[src/source/refill_pkg.sv]
/* Default cache geometry, LFSR seed and address field widths
   shared by the tag directory RTL and its testbench */

package refill_pkg;

    // ------------------------------------------------------------
    // Address layout
    // ------------------------------------------------------------

    // Full lookup address, one word
    localparam int unsigned AddrWidth = 32;

    // Byte offset inside a line, 16-byte lines
    localparam int unsigned OffsetWidth = 4;

    // ------------------------------------------------------------
    // Default geometry
    // ------------------------------------------------------------

    // Sets in the directory
    localparam int unsigned NumSetsDefault = 16;

    // Ways per set, power of two and at most 16
    localparam int unsigned NumWaysDefault = 4;

    // ------------------------------------------------------------
    // Replacement
    // ------------------------------------------------------------

    // Reset state of the victim LFSR, must not be all ones
    localparam logic [15:0] LfsrSeedDefault = 16'h00A5;

endpackage : refill_pkg

[src/source/lfsr_16bit.sv]
/* Sixteen-bit LFSR giving a pseudo-random victim way,
   one-hot and binary, advanced on an enable */

`timescale 1ns/1ps

module lfsr_16bit import refill_pkg::*; #(
    parameter logic [15:0] Seed    = LfsrSeedDefault,
    parameter int unsigned NumWays = NumWaysDefault
) (
    input  logic                       clk_i,
    input  logic                       rst_ni,
    input  logic                       en_i,
    output logic [NumWays-1:0]         refill_way_oh,
    output logic [$clog2(NumWays)-1:0] refill_way_bin
);

    localparam int unsigned LogWays = $clog2(NumWays);

    logic [15:0] state_d, state_q;
    logic        feedback;

    // ------------------------------------------------------------
    // Next state
    // ------------------------------------------------------------

    // Inverted XOR of the taps, so all zeros is a legal state
    assign feedback = ~(state_q[15] ^ state_q[12] ^ state_q[5] ^ state_q[1]);

    // Shift left, new bit enters at the bottom
    assign state_d = en_i ? {state_q[14:0], feedback} : state_q;

    always_ff @(posedge clk_i or negedge rst_ni) begin
        if (!rst_ni) begin
            state_q <= Seed;
        end else begin
            state_q <= state_d;
        end
    end

    // ------------------------------------------------------------
    // Way outputs
    // ------------------------------------------------------------

    // Low state bits name the random way
    assign refill_way_bin = state_q[LogWays-1:0];

    // Same way as a one-hot vector
    always_comb begin
        refill_way_oh = '0;
        refill_way_oh[state_q[LogWays-1:0]] = 1'b1;
    end

    // Way count must fit the state and decode fully
    assert property (@(posedge clk_i) (NumWays <= 16) && ((1 << LogWays) == NumWays))
        else $error("lfsr_16bit supports a power-of-two way count up to 16");

endmodule : lfsr_16bit

[src/source/tag_directory.sv]
/* Tag directory top level, address split, allocation write,
   LFSR step and the registered one-cycle response */

`timescale 1ns/1ps

module tag_directory import refill_pkg::*; #(
    parameter int unsigned NumSets = NumSetsDefault,
    parameter int unsigned NumWays = NumWaysDefault,
    parameter logic [15:0] Seed    = LfsrSeedDefault
) (
    input  logic                       clk_i,
    input  logic                       rst_ni,
    input  logic                       req_i,
    input  logic [AddrWidth-1:0]       addr_i,
    input  logic                       flush_i,
    output logic                       resp_valid_o,
    output logic                       hit_o,
    output logic [$clog2(NumWays)-1:0] way_o
);

    localparam int unsigned IndexWidth = $clog2(NumSets);
    localparam int unsigned TagWidth   = AddrWidth - OffsetWidth - IndexWidth;
    localparam int unsigned WayWidth   = $clog2(NumWays);

    // Address fields
    logic [IndexWidth-1:0] index;
    logic [TagWidth-1:0]   tag;

    // Indexed set as read from the store
    logic [NumWays-1:0][TagWidth-1:0] set_tags;
    logic [NumWays-1:0]               set_valid;

    // Selector results
    logic                hit, use_random;
    logic [WayWidth-1:0] hit_way, victim_way;

    // LFSR interface
    logic                lfsr_en;
    logic [WayWidth-1:0] lfsr_way_bin;

    // Request accepted this cycle, and the allocation it causes
    logic req_valid;
    logic wr_en;

    // ------------------------------------------------------------
    // Request decode
    // ------------------------------------------------------------

    assign index = addr_i[OffsetWidth +: IndexWidth];
    assign tag   = addr_i[AddrWidth-1 -: TagWidth];

    // Flush wins, a coincident request is dropped
    assign req_valid = req_i & ~flush_i;

    // Miss allocates right away, LFSR steps only on a full set
    assign wr_en   = req_valid & ~hit;
    assign lfsr_en = wr_en & use_random;

    tag_store #(
        .NumSets (NumSets),
        .NumWays (NumWays)
    ) tag_store_i (
        .clk_i    (clk_i),
        .rst_ni   (rst_ni),
        .flush_i  (flush_i),
        .rd_index (index),
        .rd_tags  (set_tags),
        .rd_valid (set_valid),
        .wr_en    (wr_en),
        .wr_index (index),
        .wr_way   (victim_way),
        .wr_tag   (tag)
    );

    way_select #(
        .NumSets (NumSets),
        .NumWays (NumWays)
    ) way_select_i (
        .tag        (tag),
        .set_tags   (set_tags),
        .set_valid  (set_valid),
        .random_way (lfsr_way_bin),
        .hit        (hit),
        .hit_way    (hit_way),
        .victim_way (victim_way),
        .use_random (use_random)
    );

    lfsr_16bit #(
        .Seed    (Seed),
        .NumWays (NumWays)
    ) lfsr_16bit_i (
        .clk_i          (clk_i),
        .rst_ni         (rst_ni),
        .en_i           (lfsr_en),
        .refill_way_oh  (),
        .refill_way_bin (lfsr_way_bin)
    );

    // ------------------------------------------------------------
    // Response register
    // ------------------------------------------------------------

    always_ff @(posedge clk_i or negedge rst_ni) begin
        if (!rst_ni) begin
            resp_valid_o <= 1'b0;
        end else begin
            resp_valid_o <= req_valid;
        end
    end

    // Hit way on a hit, else the way just allocated
    always_ff @(posedge clk_i) begin
        if (req_valid) begin
            hit_o <= hit;
            way_o <= hit ? hit_way : victim_way;
        end
    end

endmodule : tag_directory

[src/source/tag_store.sv]
/* Tag and valid storage per set and way, whole-set read,
   single-way write and a flush of all valid bits */

`timescale 1ns/1ps

module tag_store import refill_pkg::*; #(
    parameter int unsigned NumSets = NumSetsDefault,
    parameter int unsigned NumWays = NumWaysDefault
) (
    input  logic                                                    clk_i,
    input  logic                                                    rst_ni,
    input  logic                                                    flush_i,
    // Whole-set read port
    input  logic [$clog2(NumSets)-1:0]                              rd_index,
    output logic [NumWays-1:0][AddrWidth-OffsetWidth-$clog2(NumSets)-1:0] rd_tags,
    output logic [NumWays-1:0]                                      rd_valid,
    // Single-way write port
    input  logic                                                    wr_en,
    input  logic [$clog2(NumSets)-1:0]                              wr_index,
    input  logic [$clog2(NumWays)-1:0]                              wr_way,
    input  logic [AddrWidth-OffsetWidth-$clog2(NumSets)-1:0]        wr_tag
);

    localparam int unsigned IndexWidth = $clog2(NumSets);
    localparam int unsigned TagWidth   = AddrWidth - OffsetWidth - IndexWidth;

    // ------------------------------------------------------------
    // Storage
    // ------------------------------------------------------------

    // Tag array, one entry per set and way
    logic [NumWays-1:0][TagWidth-1:0] tag_q [NumSets];

    // Valid bits, cleared by reset and flush
    logic [NumSets-1:0][NumWays-1:0] valid_d, valid_q;

    // Decoded write way
    logic [NumWays-1:0] wr_way_oh;

    // ------------------------------------------------------------
    // Read
    // ------------------------------------------------------------

    // Whole set is visible in the same cycle
    assign rd_tags  = tag_q[rd_index];
    assign rd_valid = valid_q[rd_index];

    // ------------------------------------------------------------
    // Write
    // ------------------------------------------------------------

    always_comb begin
        wr_way_oh = '0;
        wr_way_oh[wr_way] = 1'b1;
    end

    // Flush takes priority over any allocation
    always_comb begin
        valid_d = valid_q;
        if (flush_i) begin
            valid_d = '0;
        end else if (wr_en) begin
            valid_d[wr_index] = valid_q[wr_index] | wr_way_oh;
        end
    end

    always_ff @(posedge clk_i or negedge rst_ni) begin
        if (!rst_ni) begin
            valid_q <= '0;
        end else begin
            valid_q <= valid_d;
        end
    end

    // Tags only matter once marked valid
    always_ff @(posedge clk_i) begin
        if (wr_en && !flush_i) begin
            tag_q[wr_index][wr_way] <= wr_tag;
        end
    end

    // ------------------------------------------------------------
    // Checks
    // ------------------------------------------------------------

    // Top level drops requests that coincide with a flush
    assert property (@(posedge clk_i) disable iff (!rst_ni) !(wr_en && flush_i))
        else $error("tag_store: allocation write during flush");

endmodule : tag_store

[src/source/way_select.sv]
/* Tag compare over one set, binary hit way, and victim choice
   between the lowest invalid way and the LFSR way */

`timescale 1ns/1ps

module way_select import refill_pkg::*; #(
    parameter int unsigned NumSets = NumSetsDefault,
    parameter int unsigned NumWays = NumWaysDefault
) (
    input  logic [AddrWidth-OffsetWidth-$clog2(NumSets)-1:0]              tag,
    input  logic [NumWays-1:0][AddrWidth-OffsetWidth-$clog2(NumSets)-1:0] set_tags,
    input  logic [NumWays-1:0]                                            set_valid,
    input  logic [$clog2(NumWays)-1:0]                                    random_way,
    output logic                                                          hit,
    output logic [$clog2(NumWays)-1:0]                                    hit_way,
    output logic [$clog2(NumWays)-1:0]                                    victim_way,
    output logic                                                          use_random
);

    localparam int unsigned TagWidth = AddrWidth - OffsetWidth - $clog2(NumSets);
    localparam int unsigned WayWidth = $clog2(NumWays);

    // Per-way match, only valid ways count
    logic [NumWays-1:0] match;

    // Lowest invalid way and whether one exists
    logic [WayWidth-1:0] free_way;
    logic                free_found;

    // ------------------------------------------------------------
    // Hit detection
    // ------------------------------------------------------------

    always_comb begin
        for (int w = 0; w < NumWays; w++) begin
            match[w] = set_valid[w] && (set_tags[w] == TagWidth'(tag));
        end
    end

    assign hit = |match;

    // Binary encode of the matching way
    always_comb begin
        hit_way = '0;
        for (int w = 0; w < NumWays; w++) begin
            if (match[w]) begin
                hit_way = WayWidth'(w);
            end
        end
    end

    // ------------------------------------------------------------
    // Victim choice
    // ------------------------------------------------------------

    // Scan upward, first hole wins
    always_comb begin
        free_way   = '0;
        free_found = 1'b0;
        for (int w = 0; w < NumWays; w++) begin
            if (!set_valid[w] && !free_found) begin
                free_way   = WayWidth'(w);
                free_found = 1'b1;
            end
        end
    end

    // Full set falls back to the LFSR
    assign use_random = ~free_found;
    assign victim_way = use_random ? random_way : free_way;

    // ------------------------------------------------------------
    // Checks
    // ------------------------------------------------------------

    // Allocation only on a miss keeps tags unique within a set
    always_comb begin
        assert final ($onehot0(match))
            else $error("way_select: tag matches more than one way");
    end

endmodule : way_select

[config.mk]
export PLATFORM = sky130hd
export DESIGN_NAME = tag_directory
export DESIGN_NICKNAME = d
export VERILOG_FILES = /design/src/source/refill_pkg.sv /design/src/source/lfsr_16bit.sv /design/src/source/tag_directory.sv /design/src/source/tag_store.sv /design/src/source/way_select.sv
export SDC_FILE = /design/constraint.sdc
export NUM_CORES = 1
export LEC_CHECK = 0
export ABC_AREA = 1
export BUFFER_PORTS_ARGS = -buffer_cell sky130_fd_sc_hd__buf_2
export CAP_MARGIN = 20
export CORE_MARGIN = 10
export CORE_UTILIZATION = 28
export DETAILED_ROUTE_END_ITERATION = 6
export SYNTH_ARGS = -nofsm -noshare
export SYNTH_HDL_FRONTEND = slang
export SYNTH_SLANG_ARGS = --single-unit
[constraint.sdc]
create_clock -name clk_i -period 4.5 [get_ports clk_i]
set_input_delay 0.225 -clock clk_i [delete_from_list [all_inputs] [get_ports clk_i]]
set_output_delay 0.225 -clock clk_i [all_outputs]
set_load 0.02 [all_outputs]
After elaboration in Yosys (flattened, before gate mapping)
Memory sizes are Yosys's and may differ from the RTL's.
Index checks and enable logic that the tools add are counted.

word-level totals
  bits of input ports = 36
  RAM bits = 1536
  output and inout port bits = 4
  flip-flop bits (word level) = 84
  memories kept = 1

memories
  name               depth  bits a word  read ports  clocked after memory_dff  write ports  line             text
  tag_store_i.tag_q  16     96           1           0                         1            tag_store.sv:32  logic [NumWays-1:0][TagWidth-1:0] tag_q [NumSets];

operators by class
  reduce and logical (&&, ||, !) cells = 18
  eq/ne operators = 4
  bitwise gates (word level) = 11
  multiplexer cells = 25
  $lt $le $gt $ge = 4

operator list
  kind                  count
  $mux W64              2
  $eq A24 B24 Y1        4
  $mux W96              1
  $bwmux W64            1
  $demux W24 S2         1
  $mux W24              1
  $bmux W4 S4           1
  $demux W4 S4          1
  $mux W2               6
  $logic_and A1 B1 Y1   10
  $mux W1               8
  $mux W4               2
  $logic_not A1 Y1      6
  $lt A4 B5 Y1 const B  1
  $ge A4 B1 Y1 const B  1
  $not A1 Y1            4
  $or A4 B4 Y4          1
  $reduce_or A4 Y1      1
  $and A1 B1 Y1         3
  $lt A2 B3 Y1 const B  1
  $xor A1 B1 Y1         3
  $demux W1 S2          1
  $ge A2 B1 Y1 const B  1
  $reduce_bool A2 Y1    1

Longest topological paths before layout
Gate-level depths: netlist of the first run.

  depth after elaboration = 20
  gate-level depth with buffers = 25
  mapped depth without buffers = 20

Modules after synthesis
From an unflattened synthesis of the first run, not the netlist that was laid out.

unflattened totals
  cells, all modules = 5554
  area, all modules = 66931.7 um^2

modules (own cells, without submodules)
  module         cells an instance  times used  area an instance (um^2)  seq. area each (um^2)
  tag_store      5053               1           64299.2                  47725.8
  way_select     400                1           1724.2                   0.0
  lfsr_16bit     83                 1           732.0                    405.4
  tag_directory  18                 1           176.4                    115.1

Least setup slack after synthesis of the first run
OpenSTA, ideal clock, no wires.

  kind = input-to-reg
  start = input addr_i[4]
  end = memory tag_store_i.tag_q[12][0] (netlist bit), enable pin
  stages = 21
  data required time = 4.065 ns
  slack = 0.164 ns
  arrival = 3.901 ns
  library setup time = 0.435 ns
  cells stage by stage = buf_4 > inv_2 > buf_2 > clkbuf_1 > nand2_1 > a21oi_1 > o21ai_0 > nand2_1 > nor2_1 > nand2_1 > nand2_1 > nand2_1 > nor2_1 > nand2_1 > nor2_1 > nand2_1 > nand2_1 > nor2_1 > buf_2 > nand3_1 > nor3_1

between the ends
  longest elaborated chain between the ends = 17
  elaborated cells between the ends (all ways) = 38
  those cells by class = order compare: 2; eq/ne: 4; mux: 14; bitwise: 2; reduce/logical: 15; memory: 1

RTL lines
  element                                                             line                 text
  start: declaration                                                  tag_directory.sv:14  input logic [AddrWidth-1:0] addr_i,
  $bmux W4 S4                                                         tag_store.sv:46      assign rd_valid = valid_q[rd_index];
  $mux W4 (implied by the code)                                       tag_store.sv:46
  $logic_not A1 Y1                                                    way_select.sv:61     if (!set_valid[w] && !free_found) begin
  $logic_and A1 B1 Y1                                                 way_select.sv:61
  $mux W1                                                             way_select.sv:61
  $logic_not A1 Y1                                                    way_select.sv:61
  $logic_and A1 B1 Y1                                                 way_select.sv:61
  $mux W1                                                             way_select.sv:61
  $logic_not A1 Y1                                                    way_select.sv:61
  $logic_and A1 B1 Y1                                                 way_select.sv:61
  $mux W2 or $mux W1 (tied branches)                                  way_select.sv:61
  $mux W2                                                             way_select.sv:70     assign victim_way = use_random ? random_way : free_way;
  $lt A2 B3 Y1 (implied by the code) or $ge A2 B1 Y1 (tied branches)  tag_store.sv:78      tag_q[wr_index][wr_way] <= wr_tag;
  $logic_and A1 B1 Y1 (implied by the code)                           tag_store.sv:78
  $mux W24 (implied by the code)                                      tag_store.sv:78
  $demux W24 S2                                                       n/a
  $mux W96 (implied by the code)                                      tag_store.sv:78
  end: declaration                                                    tag_store.sv:32

Parallel ways exist; a longest one is shown, timed or not. The select of a mux whose other input is x is not followed.

Worst setup path in the final report of the first run
  start = register tag_store_i.valid_q[44] (netlist bit)
  end = memory tag_store_i.tag_q[5][12] (netlist bit), enable pin

between the ends
  longest elaborated chain between the ends = 16
  elaborated cells between the ends (all ways) = 27
  those cells by class = order compare: 2; mux: 14; bitwise: 2; reduce/logical: 9

RTL lines
  element                                                             line              text
  start: declaration                                                  tag_store.sv:35   logic [NumSets-1:0][NumWays-1:0] valid_d, valid_q;
  start signal: assignment                                            tag_store.sv:71   valid_q <= valid_d;
  $bmux W4 S4 *                                                       tag_store.sv:46
  $mux W4 (implied by the code) *                                     tag_store.sv:46
  $mux W1 or $logic_and A1 B1 Y1 (tied branches)                      way_select.sv:61
  $mux W1                                                             way_select.sv:61
  $logic_not A1 Y1                                                    way_select.sv:61
  $logic_and A1 B1 Y1                                                 way_select.sv:61
  $mux W1                                                             way_select.sv:61
  $logic_not A1 Y1                                                    way_select.sv:61
  $logic_and A1 B1 Y1                                                 way_select.sv:61
  $mux W2 or $mux W1 (tied branches)                                  way_select.sv:61
  $mux W2                                                             way_select.sv:70
  $lt A2 B3 Y1 (implied by the code) or $ge A2 B1 Y1 (tied branches)  tag_store.sv:78
  $logic_and A1 B1 Y1 (implied by the code)                           tag_store.sv:78
  $mux W24 (implied by the code)                                      tag_store.sv:78
  $demux W24 S2                                                       n/a
  $mux W96 (implied by the code) *                                    tag_store.sv:78

Mark *: on every way between the ends. The rest lies on a longest branch, timed or not. The select of a mux whose other input is x is not followed.

==> metrics, run 1 <==
first-pass GRT wire length 299000 um; final slew viol count 0; area of the multi-input gates 0.0174 mm2; # hold bufs at CTS 24; post-synth design cell area 0.0670 mm2; Clock Sinks 1620; core area 0.238 mm2; Post-synth EDFFs 1539; Critical Path Fanout Max 39; power per cell area 409 mW/mm2; root buffer cell clkbuf_16; Routed Antenna Nets 0; Synth Instances 6255; Detailed Route Iter0 Violations 5340; fraction of registers with async set or reset after synthesis 5.00%; Tightest Hold Check Type input port to flop; Net Count, Synth 6291; initial antenna violation count 16; pin count of the biggest net entering global routing 86; # port buffers 35; VDD IR-drop max 0.000313 V; worst r2r dst tag_store_i.tag_q[5][12]$_DFFE_PP_; Synth cell types 33; Post-CTS Setup Bufs 0; Avg Cell Area, Syn 10.7 um2; count leader, synth nand2_1; Critical Path RT 5.01 ns; die outline height 509 um; Worst setup EP type flop; crit path from tag_store_i.valid_q[44]$_DFFE_PN0P_; fin crit share 79.5%; Die W 509 um; Int Pwr 24.9 mW; Synth Area in Compound Gates 2.17%; Tightest Pin Transition 1.00 ns; clk_lat worst skew 0.83 ns; setup TNS 0 ns; worst hold path depth 2; post-cts sizing count 0; WHS 0.0381 ns; DR WL/cell 21.0 um; vias in the first global route 44200; Post-Synth Simple-Gate Area 23.4%; Switching Power 7.64 mW; cell taking the most area after synthesis edfxtp_1; setup clock skew after layout 0.0607 ns; via count 46400; Leak 30.2 nW; Post-synth top cells nand2_1 (3211), edfxtp_1 (1539), nor2_1 (317), nand3_1 (230), nand4_1 (132); Worst R2R Path Depth 20; Area Growth Syn to Fin 18.6%; # DRC 0; post-synthesis register bit count 1620; relative slew slack 33.3%; sequential area share after synthesis 72.0%; Max Buffers Root-to-Sink 3; clock transition at the registers of the reported paths 0.06 ns; worst flop-to-flop path startpoint tag_store_i.valid_q[44]$_DFFE_PN0P_; htree depth 4; I/O pin count 40; Max Cap Viol 0; status completed; Filler Cells Inserted 23500; Worst Setup EP tag_store_i.tag_q[5][12]$_DFFE_PP_; XOR/XNOR share of the synthesized area 0.0392%; Area after DPL 0.0737 mm2; mux share of post-synthesis cell area 0%; adder-cell area share of the yosys netlist 0%; Logic pwr share 6.7%; final setup vio count 0; HPWL after DPL 118000 um; crit start category flop; overall power 32.5 mW; fmax 280 MHz; flop2flop setup slack 0.92 ns; Placer Congestion 0.879; post-layout util 33.4%; # rows 179; synth top area cells edfxtp_1 (69%), nand2_1 (18%), dfrtp_1 (2.9%); TritonRoute pass-1 iters 5; Register Area 0.0482 mm2; most common flop cell mapped by yosys edfxtp_1; Net Sw Frac 23.5%; Vias/cell 4.75; share of the synthesized area in the top cell type 68.9%; RSZ-0062 raised after global routing false; Final Instance Area 0.0795 mm2; Synth Warn # 0; Sequential Power Share 50.9%; CP Class flop to flop; DRT Wirelength 205000 um; Final nets 6483; gr usage total 15.3%; share of cells above drive strength 1 9.34%; CTS tree done; Starting Density 28.2%; grt ovf 0; hold path start addr_i[9]; Clk network pwr share 42.4%; Fin. Hold Viols 0; Tmin final 3.58 ns; combinational family with the most area after synthesis simple AND/OR/NAND/NOR gates; cts bufs inserted 167; Die Area 0.259 mm2; Data arrival, critical path 4.09 ns
## logic make-up after synthesis
logic type             count (synthesis)
AND/OR/NAND/NOR                     3969
flip-flops                          1620
buffers and inverters                380
AO/OA/AOI/OAI                        283
XOR/XNOR                               3
## routing by layer
metal | up-vias | share of wire, % | global-route usage, %
met1 | 22700 | 42 | 20.9
li1 | 21500 | - | -
met3 | 328 | 8.3 | 2.72
met4 | 16 | 3.6 | 5.54
met5 | - | 0.049 | 0
met2 | 1877 | 46 | 24.4
## sequential cells by signal (all words and copies together), names as in the netlist
| signal | count |
|---|---|
| tag_store_i.valid_q | 64 |
| way_o | 2 |
| tag_store_i.tag_q | 1536 |
| hit_o | 1 |
| resp_valid_o | 1 |
| lfsr_16bit_i.state_q | 16 |
## cell type report
type                            instances  area share, %
Sequential cell                      1620           60.7
Antenna cell                            9         0.0283
Clock buffer                          211           5.49
Tap cell                             3167           4.98
Inverter                               83          0.425
Multi-Input combinational cell       4255           21.9
Clock inverter                         96           1.42
Timing Repair Buffer                  320           5.09
## per-stage QoR
step,setup slack (ns),cells
floorplan,0.164,6255
global placement,0.473,9419
detailed placement,0.421,9419
CTS,1.00,9750
global route,0.791,9755
finish,0.923,9761
## layout by cell type (no fill, tap or decap), drive strengths merged, types with 71 or more instances in the layout
master,instances
nand3,230
nand2,3214
dfrtp,77
nor2,318
edfxtp,1539
buf,295
inv,86
o21ai,177
clkinv,71
clkbuf,211
a21oi,89
nand4,132
## power by group through the flow
stage	Clock (mW)	Sequential, mW	Combinational (mW)
after global routing	14.6	16.5	2.37
after global placement	0	16.9	2.12
after floorplan	0	16.9	1.06
after CTS	14.0	16.5	2.16
after detailed placement	0	16.9	2.14
final	13.8	16.5	2.18
## critical path, stage by stage (launching register included)
cell     delay (ns)
dfrtp_1        0.35
inv_1          0.07
nor2_1         0.04
a21oi_1        0.20
nand2_1        0.10
nand2_1        0.16
nand2_1        0.08
inv_1          0.05
nand2_1        0.28
nand2_1        0.17
nor2_1         0.06
nand3_1        0.09
nor2_1         0.05
nand2_1        0.16
nand2_1        0.18
nor2_4         0.14
buf_12         0.21
nand3_1        0.12
buf_4          0.23
nor3_2         0.20
buf_12         0.25
## worst min path at each step
stage	endpoint	slack [ns]
finish	tag_store_i.tag_q[11][73]$_DFFE_PP_	0.04
global route	tag_store_i.tag_q[8][73]$_DFFE_PP_	0.02
CTS	tag_store_i.tag_q[8][73]$_DFFE_PP_	0.004
detailed placement	resp_valid_o$_DFF_PN0_	0.008
global placement	resp_valid_o$_DFF_PN0_	0.006
floorplan	lfsr_16bit_i.state_q[10]$_DFFE_PN0P_	-0.07
Power figures use the tool's default switching activity.
==> inputs of run 2 (changes only) <==
ABC_AREA = 0   (was 1)
clock period = 3 ns   (was 4.5 ns; I/O delays follow)
==> run 2 against run 1 <==
  * The flow now finishes with violations (negative setup slack)
  * Clock power is 48% higher
  * Utilization up 2.6 points
  * Routed wire length rose by 4.9%
  * Flip-flop and latch count is the same
  * Cell area is 5.3% higher
  * Power rose by 50%
  * Register-to-register slack got worse by 1.9 ns
  * Setup slack worse by 1.9 ns
  * Critical path type unchanged
  * Largest power group unchanged
  * Highest routed layer unchanged
==> metrics, run 2 <==
gr usage total 16.3% (was 15.3%); setup clock skew after layout 0.0404 ns (was 0.0607 ns); Fin. Hold Viols 0 (unchanged); Final Instance Area 0.0837 mm2 (was 0.0795 mm2); final slew viol count 0 (unchanged); setup TNS -1434.10 ns (was 0 ns); Synth Instances 3339 (was 6255); final setup vio count 1619 (was 0); Die Area 0.254 mm2 (was 0.259 mm2); root buffer cell clkbuf_16 (unchanged); CTS tree done (unchanged); Clock Sinks 1620 (unchanged); sequential area share after synthesis 73.6% (was 72.0%); RSZ-0062 raised after global routing true (was false); most common flop cell mapped by yosys edfxtp_1 (unchanged); Post-synth EDFFs 1539 (unchanged); first-pass GRT wire length 300000 um (was 299000 um); post-synth design cell area 0.0656 mm2 (was 0.0670 mm2); Vias/cell 5.16 (was 4.75); count leader, synth edfxtp_1 (was nand2_1); Top Family by Delay on Critical Path simple AND/OR/NAND/NOR gates (unchanged); Data arrival, critical path 4.53 ns (was 4.09 ns); most common cell after layout, fill and taps aside edfxtp_1 (was nand2_1); htree depth 4 (unchanged); pin count of the biggest net entering global routing 82 (was 86); Tightest Pin Transition 1.16 ns (was 1.00 ns); final non-filler cell total 7470 (was 9761); commonest cells after routing, fill and taps aside edfxtp_1 (1539), buf_4 (549), mux4_2 (321) (was nand2_1 (3211), edfxtp_1 (1539), nor2_1 (264)); synth top area cells edfxtp_1 (70%), mux4_2 (11%), mux2i_1 (4.6%) (was edfxtp_1 (69%), nand2_1 (18%), dfrtp_1 (2.9%)); CP max stage cell or4_4 (was dfrtp_1); share of cells above drive strength 1 36.6% (was 9.34%); Area after DPL 0.0751 mm2 (was 0.0737 mm2); fin crit share 133% (was 79.5%); Worst setup EP type flop (unchanged); Largest regs tag_store_i.tag_q (1536), tag_store_i.valid_q (64), lfsr_16bit_i.state_q (16) (unchanged); core area 0.233 mm2 (was 0.238 mm2); HPWL after DPL 130000 um (was 118000 um); fraction of registers with async set or reset after synthesis 5.00% (unchanged); initial antenna violation count 13 (was 16); CP peak stage delay 0.57 ns (was 0.35 ns); worst path bufs/invs 5 (unchanged); share of the synthesized area in the top cell type 70.5% (was 68.9%); post-synthesis register bit count 1620 (unchanged); via count 38600 (was 46400); vias in the first global route 38300 (was 44200); Detailed Route Iter0 Violations 5571 (was 5340); Area Growth Syn to Fin 27.7% (was 18.6%); Final nets 4228 (was 6483); Synth cell types 74 (was 33); Avg Cell Area, Syn 19.6 um2 (was 10.7 um2); Tmin final 3.98 ns (was 3.58 ns); I/O pin count 40 (unchanged); CP Class flop to flop (unchanged); status finished, violations left (was completed); die outline height 504 um (was 509 um); power per cell area 584 mW/mm2 (was 409 mW/mm2); Critical Path RT 3.55 ns (was 5.01 ns); VDD IR-drop max 0.000437 V (was 0.000313 V); Die W 504 um (was 509 um); relative slew slack 22.5% (was 33.3%); crit start category flop (unchanged); Synth Warn # 0 (unchanged); Max Cap Viol 0 (unchanged); grt ovf 0 (unchanged); Max Buffers Root-to-Sink 3 (unchanged); Placed Cells 6923 (was 9419); post-layout util 36.0% (was 33.4%); DR WL/cell 28.8 um (was 21.0 um); clk_lat worst skew 0.83 ns (about the same); Final Worst Setup Slack -0.979 ns (was 0.923 ns); TritonRoute pass-1 iters 5 (unchanged); # rows 177 (was 179); pre-CTS WS -2.40 ns (was 0.421 ns); Post-synth top cells edfxtp_1 (1539), mux4_2 (321), mux2i_1 (299), nor2_1 (101), xnor2_1 (101) (was nand2_1 (3211), edfxtp_1 (1539), nor2_1 (317), nand3_1 (230), nand4_1 (132)); fmax 251 MHz (was 280 MHz); Critical Path Fanout Max 12 (was 39); Filler Cells Inserted 21400 (was 23500); Routed Antenna Nets 0 (unchanged); DRT Wirelength 215000 um (was 205000 um); Top reg by flops tag_store_i.tag_q (unchanged); Net Count, Synth 3375 (was 6291); cts bufs inserted 170 (was 167); area of the multi-input gates 0.0175 mm2 (was 0.0174 mm2); Tightest Hold Check Type input port to flop (unchanged); failing checks negative setup slack; Register Area 0.0482 mm2 (unchanged); Starting Density 28.2% (about the same); # DRC 0 (unchanged); Placer Congestion 0.876 (was 0.879); clock transition at the registers of the reported paths 0.06 ns (about the same); cell taking the most area after synthesis edfxtp_1 (unchanged); worst path cell trace mux4_2 -> a22o_1 -> a311oi_2 -> a21oi_1 -> or4_4 -> nor4_4 -> buf_4 -> nor4_4 -> buf_6 -> buf_12 -> nand3_4 -> buf_8 -> nor2_4 -> buf_12 (was inv_1 -> nor2_1 -> a21oi_1 -> nand2_1 -> nand2_1 -> nand2_1 -> inv_1 -> nand2_1 -> nand2_1 -> nor2_1 -> nand3_1 -> nor2_1 -> nand2_1 -> nand2_1 -> nor2_4 -> buf_12 -> nand3_1 -> buf_4 -> nor3_2 -> buf_12); max reg flops 1536 (unchanged); Leak 28.3 nW (was 30.2 nW); # port buffers 35 (unchanged)
## run 2: cell count changes in the layout (fill, tap and decap cells not counted), moves of 53 or more
| cell | change |
|---|---|
| nand3_1 | -212 |
| o21ai_1 | -114 |
| mux2i_1 | +297 |
| a21oi_1 | -58 |
| buf_4 | +400 |
| buf_12 | +53 |
| xnor2_1 | +98 |
| nor2_1 | -228 |
| nand2_1 | -3127 |
| nor2_4 | +119 |
| nand2b_1 | +57 |
| nand4_1 | -125 |
| mux4_2 | +321 |
## run 2: routing by layer
metal / share of wire [%] / vias to the layer above / GRT usage [%]
met5: 0.015 / - / 0
met4: 4.8 / 4 / 6.87
met3: 9.3 / 430 / 3.01
met2: 46 / 2156 / 25.5
met1: 40 / 20500 / 22.4
li1: - / 15500 / -
## run 2: through the flow
step	hold slack, ns	power, mW
floorplan	-0.146	26.9
global placement	0.371	28.8
detailed placement	0.383	28.8
CTS	0.00366	49.1
global route	0.0194	50.2
finish	0.0300	48.9
## run 2: cell type report
cell class	count	area share [%]
inverter	44	0.205
sequential	1620	57.6
antenna	6	0.0179
clock buffer	211	5.31
timing repair buffer	813	10.2
tap	3132	4.68
multi-input combinational	1543	20.9
clock inverter	101	1.08
## run 2: final timing paths
| check | to | cells after the start | from | slack (ns) |
|---|---|---|---|---|
| max | tag_store_i.tag_q[7][75]$_DFFE_PP_ | 14 | tag_store_i.tag_q[7][73]$_DFFE_PP_ | -0.98 |
| min | tag_store_i.tag_q[0][27]$_DFFE_PP_ | 2 | addr_i[11] | 0.03 |
| max reg2reg | tag_store_i.tag_q[7][75]$_DFFE_PP_ | 14 | tag_store_i.tag_q[7][73]$_DFFE_PP_ | -0.98 |
| min reg2reg | lfsr_16bit_i.state_q[3]$_DFFE_PN0P_ | 1 | lfsr_16bit_i.state_q[3]$_DFFE_PN0P_ | 0.50 |
| max in group asynchronous | tag_store_i.valid_q[58]$_DFFE_PN0P_ | 4 | rst_ni | 2.08 |
| min in group asynchronous | resp_valid_o$_DFF_PN0_ | 3 | rst_ni | 0.30 |
## run 2: timing repair
item | 4_1_cts | 5_1_grt
hold buffers | 30 | 1
hold endpoints to repair | 433 | 11
setup endpoints to repair | 1619 | 1619
buffers inserted | 136 | 4
cloned | 60 | 1
pin swaps | 104 | 6
gates resized for setup | 99 | 31
## run 2: report_power, final
group	switching (mW)	internal [mW]
Combinational	2.19	1.54
Sequential	0.0118	24.8
Clock	9.04	11.3
## run 2: cells by family (layout without fill, tap and decap cells)
| group | Yosys count | in the layout | synth area share (%) |
|---|---|---|---|
| AND/OR/NAND/NOR | 380 | 440 | 2.95 |
| flip-flops | 1620 | 1620 | 73.6 |
| buffers and inverters | 236 | 1169 | 2.01 |
| AO/OA/AOI/OAI | 313 | 313 | 3.35 |
| multiplexers | 677 | 677 | 16.6 |
| XOR/XNOR | 113 | 113 | 1.51 |
| other | 0 | 6 | 0 |
